--- config.mk ---
export PLATFORM = sky130hd
export DESIGN_NAME = rv_fetch_top
export DESIGN_NICKNAME = d
export VERILOG_FILES = /design/src/hdl/rv_fetch_pkg.sv /design/src/hdl/rvc_expander.sv /design/src/hdl/fetch_address_gen.sv /design/src/hdl/fetch_aligner.sv /design/src/hdl/rv_fetch_top.sv
export VERILOG_INCLUDE_DIRS = /design/src /design/src/hdl
export SDC_FILE = /design/constraint.sdc
export NUM_CORES = 1
export LEC_CHECK = 0
export ABC_CLOCK_PERIOD_IN_PS = 3900
export BUFFER_PORTS_ARGS = -buffer_cell sky130_fd_sc_hd__buf_2
export CORE_AREA = 2 2 126 98
export DETAILED_ROUTE_END_ITERATION = 12
export DIE_AREA = 0 0 128 100
export PLACE_DENSITY = 0.85
export REMOVE_ABC_BUFFERS = 1
export SYNTH_ARGS = -nofsm -noshare
export SYNTH_HDL_FRONTEND = slang
export SYNTH_HIERARCHICAL = 1
export SYNTH_SLANG_ARGS = --single-unit
--- constraint.sdc ---
create_clock -name clk_i -period 3.9 [get_ports clk_i]
set_clock_uncertainty 0.15 [all_clocks]
set_input_delay 0.195 -clock clk_i [delete_from_list [all_inputs] [get_ports clk_i]]
set_output_delay 0.195 -clock clk_i [all_outputs]
set_load 0.03 [all_outputs]
--- src/hdl/rv_fetch_macros.svh ---
`ifndef RV_FETCH_MACROS_SVH
`define RV_FETCH_MACROS_SVH

//////////////////////////////////////////////////////////////////////
// Fetch front end constants
//////////////////////////////////////////////////////////////////////

// Word address of the first fetch after reset
`define FETCH_RESET_WORD 30'h0000_0000

// addi x0, x0, 0 without its two low bits
// Marks an empty slot on the instruction output
`define INSTR_NOP 30'h0000_0004

`endif

--- src/hdl/rv_fetch_pkg.sv ---
package rv_fetch_pkg;

    //////////////////////////////////////////////////////////////////////
    // Instruction and cache word types
    //////////////////////////////////////////////////////////////////////

    // Bits 31:2 of an uncompressed instruction
    // The low two bits are always 11 and never carried
    typedef logic [31:2] instr_t;

    // One cache word
    // Whole for an aligned long instruction, by halves for compressed
    // instructions and for long ones that straddle two words
    typedef union packed {
        logic [31:0] word;
        struct packed {
            logic [15:0] hi;
            logic [15:0] lo;
        } halves;
    } fetch_word_u;

endpackage

--- src/hdl/rvc_expander.sv ---
module rvc_expander (
    input  logic [15:0]          instr_i,
    output rv_fetch_pkg::instr_t instr_o
);

    // Major opcodes, bits 6:2
    localparam logic [4:0] OP_LOAD   = 5'b00000;
    localparam logic [4:0] OP_STORE  = 5'b01000;
    localparam logic [4:0] OP_IMM    = 5'b00100;
    localparam logic [4:0] OP_LUI    = 5'b01101;
    localparam logic [4:0] OP_REG    = 5'b01100;
    localparam logic [4:0] OP_JAL    = 5'b11011;
    localparam logic [4:0] OP_BRANCH = 5'b11000;

    logic [2:0]  funct3;
    logic [4:0]  rd_full;
    logic [4:0]  rs2_full;
    logic [4:0]  rd_prime;
    logic [4:0]  rs1_prime;
    logic [11:0] imm_ci;

    // Register fields, primed ones map onto x8..x15
    assign funct3    = instr_i[15:13];
    assign rd_full   = instr_i[11:7];
    assign rs2_full  = instr_i[6:2];
    assign rd_prime  = {2'b01, instr_i[4:2]};
    assign rs1_prime = {2'b01, instr_i[9:7]};

    // Sign extended 6-bit immediate of the CI format
    assign imm_ci = {{7{instr_i[12]}}, instr_i[6:2]};

    //////////////////////////////////////////////////////////////////////
    // Quadrant and funct3 decode
    //////////////////////////////////////////////////////////////////////

    always_comb begin
        // Anything not listed below is illegal downstream
        instr_o = '0;
        case (instr_i[1:0])
            2'b00: begin
                case (funct3)
                    // C.LW
                    3'b010: instr_o = {5'b0, instr_i[5], instr_i[12:10], instr_i[6], 2'b00,
                                       rs1_prime, 3'b010, rd_prime, OP_LOAD};
                    // C.SW
                    3'b110: instr_o = {5'b0, instr_i[5], instr_i[12], rd_prime, rs1_prime,
                                       3'b010, instr_i[11:10], instr_i[6], 2'b00, OP_STORE};
                    default: instr_o = '0;
                endcase
            end
            2'b01: begin
                case (funct3)
                    // C.ADDI
                    3'b000: instr_o = {imm_ci, rd_full, 3'b000, rd_full, OP_IMM};
                    // C.LI
                    3'b010: instr_o = {imm_ci, 5'd0, 3'b000, rd_full, OP_IMM};
                    3'b011: begin
                        // C.LUI, rd of x2 is C.ADDI16SP and stays illegal
                        if (rd_full != 5'd2) begin
                            instr_o = {{14{instr_i[12]}}, instr_i[12], instr_i[6:2],
                                       rd_full, OP_LUI};
                        end
                    end
                    // C.J as jal x0 with the scrambled offset put back in order
                    3'b101: instr_o = {instr_i[12], instr_i[8], instr_i[10:9], instr_i[6],
                                       instr_i[7], instr_i[2], instr_i[11], instr_i[5:3],
                                       instr_i[12], {8{instr_i[12]}}, 5'd0, OP_JAL};
                    // C.BEQZ as beq rs1', x0
                    3'b110: instr_o = {{4{instr_i[12]}}, instr_i[6:5], instr_i[2], 5'd0,
                                       rs1_prime, 3'b000, instr_i[11:10], instr_i[4:3],
                                       instr_i[12], OP_BRANCH};
                    default: instr_o = '0;
                endcase
            end
            2'b10: begin
                case (funct3)
                    3'b000: begin
                        // C.SLLI, shamt[5] set is reserved on RV32
                        if (!instr_i[12]) begin
                            instr_o = {7'b0, instr_i[6:2], rd_full, 3'b001, rd_full, OP_IMM};
                        end
                    end
                    3'b100: begin
                        // rs2 of x0 here is C.JR, C.JALR or C.EBREAK
                        if (rs2_full != 5'd0) begin
                            if (instr_i[12]) begin
                                // C.ADD
                                instr_o = {7'b0, rs2_full, rd_full, 3'b000, rd_full, OP_REG};
                            end else begin
                                // C.MV
                                instr_o = {7'b0, rs2_full, 5'd0, 3'b000, rd_full, OP_REG};
                            end
                        end
                    end
                    default: instr_o = '0;
                endcase
            end
            default: instr_o = '0;
        endcase
    end

endmodule

--- src/hdl/fetch_address_gen.sv ---
`include "rv_fetch_macros.svh"

module fetch_address_gen (
    input  logic        clk_i,
    input  logic        rst_i,
    input  logic        stall_i,
    input  logic        cache_blocking_n_i,
    input  logic        branch_i,
    input  logic [31:2] branch_word_i,
    input  logic        counter_inc_i,
    input  logic        addr_next_i,
    input  logic        half_sel_i,
    output logic [31:2] fetch_addr_o
);

    logic [31:2] counter_q;
    logic [31:2] counter_plus1;

    assign counter_plus1 = counter_q + 30'd1;

    // Fetch word counter, moves only in accepted cycles
    always_ff @(posedge clk_i) begin
        if (!rst_i) begin
            counter_q <= `FETCH_RESET_WORD;
        end else if (!stall_i && cache_blocking_n_i) begin
            if (branch_i) begin
                counter_q <= branch_word_i;
            end else if (counter_inc_i) begin
                counter_q <= counter_plus1;
            end
        end
    end

    // Look one word ahead during a delayed read
    assign fetch_addr_o = addr_next_i ? counter_plus1 : counter_q;

endmodule

--- src/hdl/fetch_aligner.sv ---
`include "rv_fetch_macros.svh"

module fetch_aligner (
    input  logic                      clk_i,
    input  logic                      rst_i,
    input  logic                      stall_i,
    input  logic                      cache_blocking_n_i,
    input  rv_fetch_pkg::fetch_word_u cache_data_i,
    input  logic                      branch_i,
    input  logic                      branch_unaligned_i,
    output logic                      counter_inc_o,
    output logic                      addr_next_o,
    output logic                      half_sel_o,
    output rv_fetch_pkg::instr_t      instr_o,
    output logic                      is_long_o
);

    import rv_fetch_pkg::*;

    logic        upper_half_q;
    logic        delayed_read_q;
    logic [15:2] half_buf_q;
    logic        is_long_lo;
    logic        is_long_hi;
    logic [15:0] rvc_half;
    instr_t      rvc_expanded;
    instr_t      split_instr;

    //////////////////////////////////////////////////////////////////////
    // Word slicing
    //////////////////////////////////////////////////////////////////////

    assign is_long_lo = &cache_data_i.halves.lo[1:0];
    assign is_long_hi = &cache_data_i.halves.hi[1:0];

    // Upper half of the previous word joined with the lower half of this one
    assign split_instr = {cache_data_i.halves.lo, half_buf_q};

    assign rvc_half = upper_half_q ? cache_data_i.halves.hi : cache_data_i.halves.lo;

    rvc_expander i_expander (
        .instr_i (rvc_half),
        .instr_o (rvc_expanded)
    );

    // Select lines to the address generator
    assign counter_inc_o = upper_half_q ? !is_long_hi : (delayed_read_q | is_long_lo);
    assign addr_next_o   = delayed_read_q;
    assign half_sel_o    = upper_half_q | delayed_read_q;

    //////////////////////////////////////////////////////////////////////
    // Alignment FSM and output register
    //////////////////////////////////////////////////////////////////////

    always_ff @(posedge clk_i) begin
        if (!rst_i) begin
            upper_half_q   <= 1'b0;
            delayed_read_q <= 1'b0;
            instr_o        <= `INSTR_NOP;
            is_long_o      <= 1'b0;
        end else if (!stall_i) begin
            if (!cache_blocking_n_i) begin
                // Refused cycle, nothing moves
                instr_o   <= `INSTR_NOP;
                is_long_o <= 1'b0;
            end else if (branch_i) begin
                instr_o        <= `INSTR_NOP;
                is_long_o      <= 1'b0;
                upper_half_q   <= branch_unaligned_i;
                delayed_read_q <= 1'b0;
            end else if (upper_half_q) begin
                upper_half_q <= 1'b0;
                is_long_o    <= 1'b0;
                if (is_long_hi) begin
                    // Only right after a branch into a long instruction
                    instr_o        <= `INSTR_NOP;
                    delayed_read_q <= 1'b1;
                end else begin
                    instr_o        <= rvc_expanded;
                    delayed_read_q <= 1'b0;
                end
            end else if (delayed_read_q) begin
                instr_o   <= split_instr;
                is_long_o <= 1'b1;
                // Another straddling instruction keeps us here
                if (!is_long_hi) begin
                    upper_half_q   <= 1'b1;
                    delayed_read_q <= 1'b0;
                end
            end else begin
                is_long_o <= is_long_lo;
                instr_o   <= is_long_lo ? cache_data_i.word[31:2] : rvc_expanded;
                if (!is_long_lo) begin
                    delayed_read_q <= is_long_hi;
                    upper_half_q   <= !is_long_hi;
                end
            end
        end
    end

    // Upper half kept for a long instruction that continues in the next word
    always_ff @(posedge clk_i) begin
        if (!stall_i && cache_blocking_n_i) begin
            half_buf_q <= cache_data_i.halves.hi[15:2];
        end
    end

endmodule

--- src/hdl/rv_fetch_top.sv ---
module rv_fetch_top (
    input  logic                      clk_i,
    input  logic                      rst_i,
    output logic [31:2]               fetch_addr_o,
    input  rv_fetch_pkg::fetch_word_u cache_data_i,
    input  logic                      cache_blocking_n_i,
    input  logic                      stall_i,
    input  logic                      branch_i,
    input  logic [31:1]               branch_target_i,
    output rv_fetch_pkg::instr_t      instr_o,
    output logic                      is_long_o
);

    logic        counter_inc;
    logic        addr_next;
    logic        half_sel;
    logic [31:2] branch_word;
    logic        branch_unaligned;

    // Word part to the counter, halfword bit to the aligner
    assign branch_word      = branch_target_i[31:2];
    assign branch_unaligned = branch_target_i[1];

    fetch_address_gen i_address_gen (
        .clk_i              (clk_i),
        .rst_i              (rst_i),
        .stall_i            (stall_i),
        .cache_blocking_n_i (cache_blocking_n_i),
        .branch_i           (branch_i),
        .branch_word_i      (branch_word),
        .counter_inc_i      (counter_inc),
        .addr_next_i        (addr_next),
        .half_sel_i         (half_sel),
        .fetch_addr_o       (fetch_addr_o)
    );

    fetch_aligner i_aligner (
        .clk_i              (clk_i),
        .rst_i              (rst_i),
        .stall_i            (stall_i),
        .cache_blocking_n_i (cache_blocking_n_i),
        .cache_data_i       (cache_data_i),
        .branch_i           (branch_i),
        .branch_unaligned_i (branch_unaligned),
        .counter_inc_o      (counter_inc),
        .addr_next_o        (addr_next),
        .half_sel_o         (half_sel),
        .instr_o            (instr_o),
        .is_long_o          (is_long_o)
    );

endmodule

==> metrics.cfg <==
[grt]
grt_start_max_net_pins = 47
antenna_found_initial = 0
grt_usage_pct = 31.14
globalRouteOverflowTotal = 0
grt_pass1_vias = 5905
grt_pass1_wl_um = 31660

[pwr]
power_frac_comb_pct = 23.2
vdd_drop_max_mv = 0.2459
pwr-share-seq_pct = 38.1
switching_power_uw = 734.2
clkPwrFrac_pct = 38.8
netSwitchingFraction_pct = 31.54
leakagePower_nw = 2.870
total_power_mw = 2.328
pwr_density_cell_nw_per_um2 = 319.1
p_int_mw = 1.594

[placement]
port_buffers = 128
place_congestion = 1.049
hpwlAfterDp_um = 13990

[synth]
postSynthAreaPerCell_um2 = 7.952
synth_cells = 794
yosysWarnings = 6
synth_area_um2 = 6314

[clock_tree]
htree_num_levels = 3
cts_sinks = 77
cts_hold_buf = 18
cts_made_buffers = 9
cts_setup_buffers = 0
cts_tree = built
clk_latency_ns = 0.34
post_cts_resized = 0
clk_path_buf_depth = 2
clk_pin_slew_ns = 0.07
cts_root_buffer = clkbuf_16

[drt]
ant_nets = 0
drc = 0
firstDrtPassIters = 6
routed.top_layer = met4
drt_iter0_drc = 800
wl_per_cell_um = 19.16
dr_wl_met2_um = 8139
wl_met3_um = 1794
routedLengthMet1_um = 9802
via_per_inst = 6.338
wirelength_um = 20080
num_vias = 6642

[sta]
max_slew.worst_pin.slew_ns = 1.213
setup-violations-final = 0
hold_violations = 0
final_max_slew_viol_count = 0
whs_ns = 0.01132
rsz0062_at_grt = false
fin_crit_ns = 3.480
fmax_mhz = 287.4
fin_crit_sh_pct = 89.22
slew_headroom_pct = 19.13
setup_tns_ns = 0

[layout]
syn2layout_area_growth_pct = 15.56
diodes = 0
drive_gt1_share_pct = 24.78
mostFrequentLayoutCells = buf_2, nand2_1, dfxtp_1
n_fill_cell = 1064
layout.nets = 964
final_common_cell = buf_2

[floorplanning]
chipHeight_um = 100
row_count = 35
die_w_um = 128
initial_core_util_pct = 53.80
die_area_um2 = 12800
core_area_um2 = 11740
io-pin-count = 129

[status]
status = completed

[job]
max-cap-violations = 0

[worst_setup_path]
critPathCaptureType = flop
cp_max_fo = 18
max_stage_delay_ns = 0.98
critPathTopFamily = simple AND/OR/NAND/NOR gates
slowest_stage = dfxtp_1
ff2ff_setup_slack_ns = 0.42
path_cells = mux2_2 > nor2b_1 > nand2_1 > nor3_1 > nor2_1 > o21ai_0 > mux2_2 > o21ai_0 > a21oi_1
cp.required_ns = 4.02
cp.arrival_ns = 3.60
cp_num_buf_inv = 0
cp-start-kind = flop
crit_type = reg -> reg

[worst_hold_path]
hold_class = in -> reg

-- stage by stage --
stage	utilization (%)	setup slack (ns)	cells	instance area, µm²
floorplan	-	0.06700	724	5857
detailed placement	57.87	0.5541	1014	6792
global placement	57.87	0.6265	1014	6792
CTS	62.16	0.5304	1048	7296
global route	62.16	0.2102	1048	7296
finish	62.16	0.4203	1048	7296
-- metal layers --
layer,GRT usage [%],vias to the layer above
met5,0,-
met4,9.721,0
met3,5.810,30
met2,42.20,360
met1,49.04,3126
li1,-,3126
-- cell type report --
class                      count  area [µm²]  share of cell area, %
clock buffer                  13       304.0                  4.167
clock inverter                 3       20.02                 0.2744
inverter                      11       46.29                 0.6345
multi-input combinational    636        4129                  56.59
sequential                    77        1685                  23.10
tap                          148       185.2                  2.538
timing repair buffer         160       925.9                  12.69
-- state kept, by name (all words and copies together) (netlist names) --
signal and flops:
i_aligner/is_long_o 1, i_aligner/half_buf_q 14, i_address_gen/counter_q 30, i_aligner/upper_half_q 1
i_aligner/instr_o 30, i_aligner/addr_next_o 1
-- power by group through the flow --
stage | sequential (mW) | clock, mW | combinational [mW]
3_5_place_dp | 0.902 | 0 | 0.510
2_1_floorplan | 0.909 | 0 | 0.316
5_1_grt | 0.891 | 0.943 | 0.582
3_3_place_gp | 0.901 | 0 | 0.511
6_report | 0.886 | 0.902 | 0.539
4_1_cts | 0.885 | 0.912 | 0.526
-- worst reg2reg max path: cells and delay by family (launching register included) --
kind	cells	cell delay (ns)
AOI/OAI and AO/OA	3	0.34
DFF	1	0.98
and+or+nand+nor	4	1.16
muxes	2	0.77
-- final timing paths --
check / from / endpoint / depth (start not counted)
setup / recovery: i_aligner/upper_half_q$_SDFFE_PN0P_ / i_aligner/instr_o[21]$_SDFFE_PN0N_ / 9
hold / removal: branch_target_i[11] / i_address_gen/counter_q[11]$_SDFFE_PN0P_ / 3
setup reg to reg: i_aligner/upper_half_q$_SDFFE_PN0P_ / i_aligner/instr_o[21]$_SDFFE_PN0N_ / 9
hold reg to reg: i_aligner/is_long_o$_SDFFE_PN0N_ / i_aligner/is_long_o$_SDFFE_PN0N_ / 2
Power figures use the tool's default switching activity.
